--- src/hpsdr_proto_pkg.sv ---
// hpsdr protocol-1 framing constants, stream types and downstream payload structs
`default_nettype none

package hpsdr_proto_pkg;

  typedef logic [7:0]  eth_byte_t;
  typedef logic [15:0] udp_port_t;
  typedef logic [15:0] sample_t;

  localparam udp_port_t DATA_PORT     = 16'd1024;
  localparam eth_byte_t PREAMBLE_0    = 8'hef;
  localparam eth_byte_t PREAMBLE_1    = 8'hfe;
  localparam eth_byte_t CMD_EP_DATA   = 8'h01;
  localparam eth_byte_t CMD_DISCOVERY = 8'h02;
  localparam eth_byte_t CMD_RUNSTOP   = 8'h04;
  localparam eth_byte_t EP_TX         = 8'h02;
  localparam eth_byte_t SYNC_BYTE     = 8'h7f;
  localparam int        PAYLOAD_BYTES = 1024;
  localparam int        BLOCK_BYTES   = 512;

  typedef enum logic [3:0] {
    START, PREAMBLE, DECODE, RUNSTOP, DISCOVERY, ENDPOINT,
    SEQNO1, SEQNO2, SEQNO3, SEQNO4, FRAMES
  } ds_state_e;

  typedef struct packed {
    eth_byte_t data;
    logic      valid;
    logic      first;  // set on payload byte 0 only
  } payload_beat_t;

  typedef struct packed {
    eth_byte_t c0;
    eth_byte_t c1;
    eth_byte_t c2;
    eth_byte_t c3;
    eth_byte_t c4;
  } cc_frame_t;

  typedef struct packed {
    sample_t left;
    sample_t right;
    sample_t i;
    sample_t q;
  } tx_sample_t;

endpackage

`default_nettype wire

--- src/radio_cfg_pkg.sv ---
// radio configuration register map and settings struct written by command frames
`default_nettype none

package radio_cfg_pkg;

  typedef logic [6:0]  cc_addr_t;
  typedef logic [31:0] freq_t;
  typedef logic [1:0]  rate_t;
  typedef logic [2:0]  nrx_t;

  localparam cc_addr_t ADDR_GENERAL  = 7'd0;
  localparam cc_addr_t ADDR_TX_FREQ  = 7'd1;
  localparam cc_addr_t ADDR_RX1_FREQ = 7'd2;

  typedef struct packed {
    logic  mox;
    rate_t rate;
    nrx_t  nrx;  // number of receivers minus one
    freq_t tx_freq;
    freq_t rx1_freq;
  } radio_cfg_t;

endpackage

`default_nettype wire

--- src/ds_unpacker.sv ---
// downstream packet decoder: preamble and command matching, run control and payload beats
`timescale 1ns/1ps
`default_nettype none

module ds_unpacker (
  input  wire                            clk,
  input  wire                            rst_n,
  input  wire hpsdr_proto_pkg::udp_port_t eth_port,
  input  wire                            eth_broadcast,
  input  wire                            eth_valid,
  input  wire hpsdr_proto_pkg::eth_byte_t eth_data,
  input  wire                            eth_unreachable,
  output logic                           metis_discovery,
  output logic                           run,
  output logic                           wide_spectrum,
  output hpsdr_proto_pkg::payload_beat_t beat
);

  hpsdr_proto_pkg::ds_state_e state;
  hpsdr_proto_pkg::ds_state_e state_next;

  logic [$clog2(hpsdr_proto_pkg::PAYLOAD_BYTES)-1:0] count;
  logic [$clog2(hpsdr_proto_pkg::PAYLOAD_BYTES)-1:0] count_next;

  logic run_next;
  logic wide_spectrum_next;
  logic on_port;

  assign on_port = (eth_port == hpsdr_proto_pkg::DATA_PORT);

  always_ff @(posedge clk or negedge rst_n) begin
    if (!rst_n) begin
      state         <= hpsdr_proto_pkg::START;
      count         <= '0;
      run           <= 1'b0;
      wide_spectrum <= 1'b0;
    end else if (eth_unreachable) begin
      state         <= hpsdr_proto_pkg::START;  // host gone, stop streaming
      count         <= '0;
      run           <= 1'b0;
      wide_spectrum <= 1'b0;
    end else if (!eth_valid) begin
      state <= hpsdr_proto_pkg::START;
      count <= '0;
    end else begin
      state         <= state_next;
      count         <= count_next;
      run           <= run_next;
      wide_spectrum <= wide_spectrum_next;
    end
  end

  always_comb begin
    state_next         = hpsdr_proto_pkg::START;
    count_next         = '0;
    run_next           = run;
    wide_spectrum_next = wide_spectrum;
    metis_discovery    = 1'b0;
    beat.data          = eth_data;
    beat.valid         = 1'b0;
    beat.first         = 1'b0;

    case (state)
      hpsdr_proto_pkg::START: begin
        if (on_port && eth_data == hpsdr_proto_pkg::PREAMBLE_0) state_next = hpsdr_proto_pkg::PREAMBLE;
      end
      hpsdr_proto_pkg::PREAMBLE: begin
        if (on_port && eth_data == hpsdr_proto_pkg::PREAMBLE_1) state_next = hpsdr_proto_pkg::DECODE;
      end
      hpsdr_proto_pkg::DECODE: begin
        if (eth_data == hpsdr_proto_pkg::CMD_EP_DATA) begin
          state_next = hpsdr_proto_pkg::ENDPOINT;
        end else if (eth_data == hpsdr_proto_pkg::CMD_RUNSTOP) begin
          state_next = hpsdr_proto_pkg::RUNSTOP;
        end else if (eth_data == hpsdr_proto_pkg::CMD_DISCOVERY && eth_broadcast) begin
          state_next = hpsdr_proto_pkg::DISCOVERY;  // only a broadcast query gets an answer
        end
      end
      hpsdr_proto_pkg::RUNSTOP: begin
        run_next           = eth_data[0];
        wide_spectrum_next = eth_data[1];
      end
      hpsdr_proto_pkg::DISCOVERY: begin
        metis_discovery = eth_valid;
      end
      hpsdr_proto_pkg::ENDPOINT: begin
        if (eth_data == hpsdr_proto_pkg::EP_TX) state_next = hpsdr_proto_pkg::SEQNO1;
      end
      hpsdr_proto_pkg::SEQNO1: state_next = hpsdr_proto_pkg::SEQNO2;  // sequence number is not checked
      hpsdr_proto_pkg::SEQNO2: state_next = hpsdr_proto_pkg::SEQNO3;
      hpsdr_proto_pkg::SEQNO3: state_next = hpsdr_proto_pkg::SEQNO4;
      hpsdr_proto_pkg::SEQNO4: state_next = hpsdr_proto_pkg::FRAMES;
      hpsdr_proto_pkg::FRAMES: begin
        beat.valid = eth_valid;
        beat.first = eth_valid && (count == '0);
        count_next = count + 1'b1;
        if (!(&count)) state_next = hpsdr_proto_pkg::FRAMES;  // last payload byte ends the packet
      end
      default: begin
        state_next = hpsdr_proto_pkg::START;
      end
    endcase
  end

endmodule

`default_nettype wire

--- src/frame_parser.sv ---
// 512-byte block splitter: sync check, command frame capture and sample byte forwarding
`timescale 1ns/1ps
`default_nettype none

module frame_parser (
  input  wire                                clk,
  input  wire                                rst_n,
  input  wire hpsdr_proto_pkg::payload_beat_t beat,
  output hpsdr_proto_pkg::cc_frame_t         cc,
  output logic                               cc_valid,
  output logic                               sync_err,
  output logic                               block_start,
  output hpsdr_proto_pkg::eth_byte_t         sample_byte,
  output logic                               byte_valid
);

  logic [$clog2(hpsdr_proto_pkg::BLOCK_BYTES)-1:0] idx;
  logic [$clog2(hpsdr_proto_pkg::BLOCK_BYTES)-1:0] idx_cur;
  logic                                            sync_ok;
  logic                                            sync_match;

  assign idx_cur    = beat.first ? '0 : idx;  // payload start realigns the block
  assign sync_match = (beat.data == hpsdr_proto_pkg::SYNC_BYTE);

  always_ff @(posedge clk or negedge rst_n) begin
    if (!rst_n) begin
      idx         <= '0;
      sync_ok     <= 1'b0;
      cc_valid    <= 1'b0;
      sync_err    <= 1'b0;
      block_start <= 1'b0;
      byte_valid  <= 1'b0;
    end else begin
      cc_valid    <= 1'b0;
      sync_err    <= 1'b0;
      block_start <= 1'b0;
      byte_valid  <= 1'b0;
      if (beat.valid) begin
        idx         <= idx_cur + 1'b1;  // wraps to zero after byte 511
        block_start <= (idx_cur == '0);
        if (idx_cur == '0) begin
          sync_ok <= sync_match;
        end else if (idx_cur < 9'd3) begin
          sync_ok <= sync_ok && sync_match;
        end
        if (idx_cur == 9'd2 && !(sync_ok && sync_match)) sync_err <= 1'b1;
        if (idx_cur == 9'd7 && sync_ok) cc_valid <= 1'b1;
        if (idx_cur >= 9'd8 && sync_ok) byte_valid <= 1'b1;  // a bad block stays silent
      end
    end
  end

  always_ff @(posedge clk) begin
    if (beat.valid) begin
      sample_byte <= beat.data;
      case (idx_cur)
        9'd3: cc.c0 <= beat.data;
        9'd4: cc.c1 <= beat.data;
        9'd5: cc.c2 <= beat.data;
        9'd6: cc.c3 <= beat.data;
        9'd7: cc.c4 <= beat.data;
        default: ;
      endcase
    end
  end

endmodule

`default_nettype wire

--- src/cc_regs.sv ---
// command and control register block holding the radio settings
`timescale 1ns/1ps
`default_nettype none

module cc_regs (
  input  wire                            clk,
  input  wire                            rst_n,
  input  wire hpsdr_proto_pkg::cc_frame_t cc,
  input  wire                            cc_valid,
  output radio_cfg_pkg::radio_cfg_t      cfg
);

  radio_cfg_pkg::cc_addr_t addr;
  radio_cfg_pkg::freq_t    freq_word;

  assign addr      = cc.c0[7:1];
  assign freq_word = {cc.c1, cc.c2, cc.c3, cc.c4};  // big-endian, c1 is the top byte

  always_ff @(posedge clk or negedge rst_n) begin
    if (!rst_n) begin
      cfg <= '0;
    end else if (cc_valid) begin
      cfg.mox <= cc.c0[0];  // every frame carries mox
      case (addr)
        radio_cfg_pkg::ADDR_GENERAL: begin
          cfg.rate <= cc.c1[1:0];
          cfg.nrx  <= cc.c4[5:3];
        end
        radio_cfg_pkg::ADDR_TX_FREQ: begin
          cfg.tx_freq <= freq_word;
        end
        radio_cfg_pkg::ADDR_RX1_FREQ: begin
          cfg.rx1_freq <= freq_word;
        end
        default: ;  // unused address leaves the settings alone
      endcase
    end
  end

endmodule

`default_nettype wire

--- src/sample_assembler.sv ---
// collects eight sample bytes into one left/right/i/q transmit sample
`timescale 1ns/1ps
`default_nettype none

module sample_assembler (
  input  wire                            clk,
  input  wire                            rst_n,
  input  wire                            block_start,
  input  wire hpsdr_proto_pkg::eth_byte_t sample_byte,
  input  wire                            byte_valid,
  output hpsdr_proto_pkg::tx_sample_t    sample,
  output logic                           sample_valid
);

  logic [2:0]  count;
  logic [55:0] shift;

  always_ff @(posedge clk or negedge rst_n) begin
    if (!rst_n) begin
      count        <= '0;
      sample_valid <= 1'b0;
    end else begin
      sample_valid <= 1'b0;
      if (block_start) begin
        count <= '0;  // each block starts on a sample boundary
      end else if (byte_valid) begin
        count        <= count + 1'b1;
        sample_valid <= (&count);
      end
    end
  end

  always_ff @(posedge clk) begin
    if (byte_valid) begin
      shift <= {shift[47:0], sample_byte};
      if (&count) sample <= {shift, sample_byte};  // left high byte arrived first
    end
  end

endmodule

`default_nettype wire

--- src/ds_top.sv ---
// downstream receive path of the radio card from udp payload to settings and tx samples
`timescale 1ns/1ps
`default_nettype none

module ds_top (
  input  wire                             clk,
  input  wire                             rst_n,
  input  wire hpsdr_proto_pkg::udp_port_t  eth_port,
  input  wire                             eth_broadcast,
  input  wire                             eth_valid,
  input  wire hpsdr_proto_pkg::eth_byte_t  eth_data,
  input  wire                             eth_unreachable,
  output logic                            metis_discovery,
  output logic                            run,
  output logic                            wide_spectrum,
  output logic                            sync_err,
  output radio_cfg_pkg::radio_cfg_t       cfg,
  output hpsdr_proto_pkg::tx_sample_t     sample,
  output logic                            sample_valid
);

  hpsdr_proto_pkg::payload_beat_t beat;
  hpsdr_proto_pkg::cc_frame_t     cc;
  hpsdr_proto_pkg::eth_byte_t     sample_byte;
  logic                           cc_valid;
  logic                           block_start;
  logic                           byte_valid;

  ds_unpacker i_unpacker (
    .clk             (clk),
    .rst_n           (rst_n),
    .eth_port        (eth_port),
    .eth_broadcast   (eth_broadcast),
    .eth_valid       (eth_valid),
    .eth_data        (eth_data),
    .eth_unreachable (eth_unreachable),
    .metis_discovery (metis_discovery),
    .run             (run),
    .wide_spectrum   (wide_spectrum),
    .beat            (beat)
  );

  frame_parser i_parser (
    .clk         (clk),
    .rst_n       (rst_n),
    .beat        (beat),
    .cc          (cc),
    .cc_valid    (cc_valid),
    .sync_err    (sync_err),
    .block_start (block_start),
    .sample_byte (sample_byte),
    .byte_valid  (byte_valid)
  );

  cc_regs i_regs (
    .clk      (clk),
    .rst_n    (rst_n),
    .cc       (cc),
    .cc_valid (cc_valid),
    .cfg      (cfg)
  );

  sample_assembler i_assembler (
    .clk          (clk),
    .rst_n        (rst_n),
    .block_start  (block_start),
    .sample_byte  (sample_byte),
    .byte_valid   (byte_valid),
    .sample       (sample),
    .sample_valid (sample_valid)
  );

endmodule

`default_nettype wire

--- config.mk ---
export PLATFORM = sky130hd
export DESIGN_NAME = ds_top
export DESIGN_NICKNAME = d
export VERILOG_FILES = /design/src/hpsdr_proto_pkg.sv /design/src/radio_cfg_pkg.sv /design/src/ds_unpacker.sv /design/src/frame_parser.sv /design/src/cc_regs.sv /design/src/sample_assembler.sv /design/src/ds_top.sv
export SDC_FILE = /design/constraint.sdc
export NUM_CORES = 1
export LEC_CHECK = 0
export ABC_CLOCK_PERIOD_IN_PS = 3670
export BUFFER_PORTS_ARGS = -buffer_cell sky130_fd_sc_hd__buf_2
export CAP_MARGIN = 0
export CELL_PAD_IN_SITES_DETAIL_PLACEMENT = 0
export CELL_PAD_IN_SITES_GLOBAL_PLACEMENT = 1
export CORE_ASPECT_RATIO = 0.9
export CORE_MARGIN = 1
export CORE_UTILIZATION = 30
export DETAILED_ROUTE_END_ITERATION = 10
export GPL_TIMING_DRIVEN = 0
export PLACE_DENSITY = 0.56
export SYNTH_ARGS = -nofsm -noshare
export SYNTH_HDL_FRONTEND = slang
export SYNTH_SLANG_ARGS = --single-unit
--- constraint.sdc ---
create_clock -name clk -period 3.67 [get_ports clk]
set_input_delay 0.367 -clock clk [delete_from_list [all_inputs] [get_ports clk]]
set_output_delay 0.367 -clock clk [all_outputs]
set_load 0.01 [all_outputs]
==> metrics <==
Crit-path slowest cell=nor4_2; min Tclk post-route=3.383 ns; Clock Tree Buf Depth=3; Die Y=175.0 um; max-cap violation count=0; Worst Tran Pin Value=1.111 ns; Pleak=5.362 nW; setup TNS=0 ns; WS Path Type=flip-flop to flip-flop; ratio of total power to cell area=514.1 nW/um2; post-synthesis cell type with the largest combined area=edfxtp_1; Final nets=a little under 800; CTS Buf Count=30; final worst-path setup slack=roughly 0.29 ns; R2R cell count=10; area of the mapped netlist=9971 um2; Post-synth top flop=edfxtp_1; clk_lat worst skew=0.54 ns; Slew headroom=25.36%; Reg2Reg Setup Slack=0.29 ns; final period utilization=92.18%; R2R Path End=i_parser.cc[29]$_DFFE_PP_; largest net degree at the start of global routing=65; synth cell count leaders=168 x edfxtp_1, 104 x dfrtp_1, 60 x mux2_4; via-per-instance ratio=4.592; Arrival @ worst endpoint=3.64 ns; share of the synthesized area in the top cell type=50.60%; FFs w/ async S/R, synth=38.24%; # IOs=around 170; Clock transition at path regs=0.06 ns; drt wl/cell=18.43 um; Clock Skew=0.01314 ns; Place WS=0.2181 ns; CTS tree=done; Req. time, crit path=around 3.9 ns; Fill cells=approximately 3000; Tightest Hold Check Type=primary input to flip-flop; CP Cell Sequence=clkbuf_1 > and4bb_2 > nand2_1 > inv_1 > nand2_1 > nand2_1 > ha_1 > inv_1 > nor4_2 > buf_4; Post-synth EDFFs=168; sequential area share after synthesis=76.70%; Synth Net Count=580; DR iter-0 viols=285; total number of vias=between 5000 and 6000; count of different cell masters after synthesis=45; most used cell, CP=nand2_1; Cells on Worst Hold Path=2; die area=~34000 um2; hpwl dp=14.25 mm; worst-path maximum fanout=10; Routability Congestion=0.8289; CTS Root Cell=clkbuf_16; IR Drop Worst-Case VDD=0.3588 mV; initial antenna violation count=1; layout cells sized above 1=39.32%; Power Total=6.396 mW; Post-Synthesis Cells=543; RSZ-0062 raised after global routing=no; r2r startpoint=i_unpacker.state[2]$_DFF_PN0_; final wirelength=between 20 and 25 mm; Area growth syn-to-layout=24.77%; antenna-violating nets left=0; syn_area_per_cell=about 18 um2; starting density of the core=30.90%; vias in the first global route=~5900; # DRC=0; Non-Filler Instances=1184; num rows=62; Slew Viols, Final=0; Congestion Overflow GR=0; status=complete, no violations; PortBufs=166; Sink Count=around 270; placed cells=1128; depth of the CTS H-tree=1; most common cell in the synthesized netlist=edfxtp_1; Hold Path Origin=eth_unreachable; CP peak stage delay=roughly 0.56 ns; GRT Resource Usage Total=12.96%; die width=a little under 200 um; first-pass GRT wire length=34.29 mm; worst hold endpoint=i_unpacker.run$_DFFE_PN0P_; FMAX=a little under 0.3 GHz; core area=about 32000 um2; Worst Setup End Kind=flip-flop; synth top area cells=edfxtp_1 51%, dfrtp_1 26%, mux2_4 9.0%; Antenna Cells=0; startpoint types=flip-flop; Pre-antenna DRT Iters=4; synthesis-stage register bit count=272; final hold vios=0; Finish-stage setup viols=0; YS warnings=0
[layer usage]
metal / global-route usage [%] / part of all wire (%) / vias up
li1: - / - / 2444
met1: 18.19 / 46 / 2747
met2: 19.29 / 43 / 197
met3: 3.494 / 7.2 / 49
met4: 4.563 / 2.9 / 0
met5: 0 / 0 / -
[worst max path at each step]
| stage | start | end | slack (ns) | depth (start not counted) |
|---|---|---|---|---|
| CTS | i_unpacker.state[2]$_DFF_PN0_ | i_parser.cc[32]$_DFFE_PP_ | 0.15 | 9 |
| global placement | i_parser.byte_valid$_DFF_PN0_ | i_assembler.sample[43]$_DFFE_PP_ | -0.48 | 2 |
| finish | i_unpacker.state[2]$_DFF_PN0_ | i_parser.cc[29]$_DFFE_PP_ | 0.29 | 10 |
| detailed placement | i_unpacker.state[2]$_DFF_PN0_ | i_parser.cc[33]$_DFFE_PP_ | 0.22 | 9 |
| floorplan | i_parser.byte_valid$_DFF_PN0_ | i_assembler.sample[0]$_DFFE_PP_ | 0.52 | 2 |
| global route | i_unpacker.state[2]$_DFF_PN0_ | i_parser.cc[28]$_DFFE_PP_ | 0.06 | 10 |
[power by group]
part	internal, mW	total, mW	switching [mW]
combinational	0.0191	0.0756	0.0565
sequential	3.23	3.23	0.000000857
clock	1.89	3.09	1.20
total	5.14	6.40	1.25
[stage by stage]
stage	hold slack (ns)	instance area (um2)	utilization, %
4_1_cts	0.01656	12430	38.52
5_1_grt	0.02304	12440	38.55
3_3_place_gp	0.4046	11320	35.09
3_5_place_dp	0.4057	11390	35.31
6_report	0.05175	12440	38.55
2_1_floorplan	0.07141	9972	-
[area by class of cell]
cell class / instances / area (um2) / share of cell area [%]
buffer: 15 / 137.6 / 1.106
clock buffer: 35 / 790.8 / 6.356
clock inverter: 20 / 235.2 / 1.891
inverter: 5 / 18.77 / 0.1509
multi-input combinational: 251 / 2191 / 17.61
sequential: 272 / 7649 / 61.48
tap: 416 / 520.5 / 4.184
timing repair buffer: 170 / 898.4 / 7.221
[cells by family after synthesis]
kind of cell	Yosys count	share of synthesized area, %
compound gates	26	1.732
xor+xnor	14	1.230
fa+ha+maj	8	1.004
buf+inv	20	1.569
flops	272	76.70
mux	74	10.57
simple gates	129	7.203
[placed cells by master, fill, tap and decap left out, drive strengths merged, types with 6 or more instances in the layout]
| cell type | netlist | routed |
|---|---|---|
| buf | 9 | 178 |
| edfxtp | 168 | 168 |
| dfrtp | 104 | 104 |
| mux2 | 70 | 70 |
| clkbuf | 6 | 41 |
| nor2 | 31 | 31 |
| nand2 | 19 | 19 |
| nand4 | 12 | 12 |
| xor2 | 10 | 10 |
| clkinv | 0 | 10 |
| ha | 8 | 8 |
| nor4 | 8 | 8 |
| nand2b | 7 | 7 |
| and2 | 7 | 7 |
| nor3 | 7 | 7 |
| o21ai | 6 | 6 |
| nand3 | 6 | 6 |
| inv | 5 | 6 |
| a21oi | 6 | 6 |
[state kept, by name, summed over array words and instances, names as in the netlist]
name	count
i_unpacker.run	1
i_parser.idx	9
i_parser.sample_byte	8
i_assembler.count	3
i_unpacker.wide_spectrum	1
i_assembler.sample_valid	1
i_assembler.shift	56
i_unpacker.count	10
i_assembler.sample	64
i_parser.cc_valid	1
i_parser.sync_ok	1
i_regs.cfg	70
i_parser.cc	40
i_parser.sync_err	1
i_parser.block_start	1
i_parser.byte_valid	1
i_unpacker.state	4
[critical path, delay by kind of cell (launching register included)]
| family | cells | cell delay, ns |
|---|---|---|
| DFF | 1 | 0.36 |
| adders and majority gates | 1 | 0.19 |
| and+or+nand+nor | 5 | 1.58 |
| buffers and inverters | 4 | 0.96 |
[what timing repair did]
action / 4_1_cts / 5_1_grt
hold endpoints to repair: 42 / 0
gates resized for setup: 0 / 2
setup buffers: 0 / 0
endpoints found under the setup margin: 0 / 8
hold buffers: 1 / 0
Note: power is estimated with default switching activity, not from simulation.
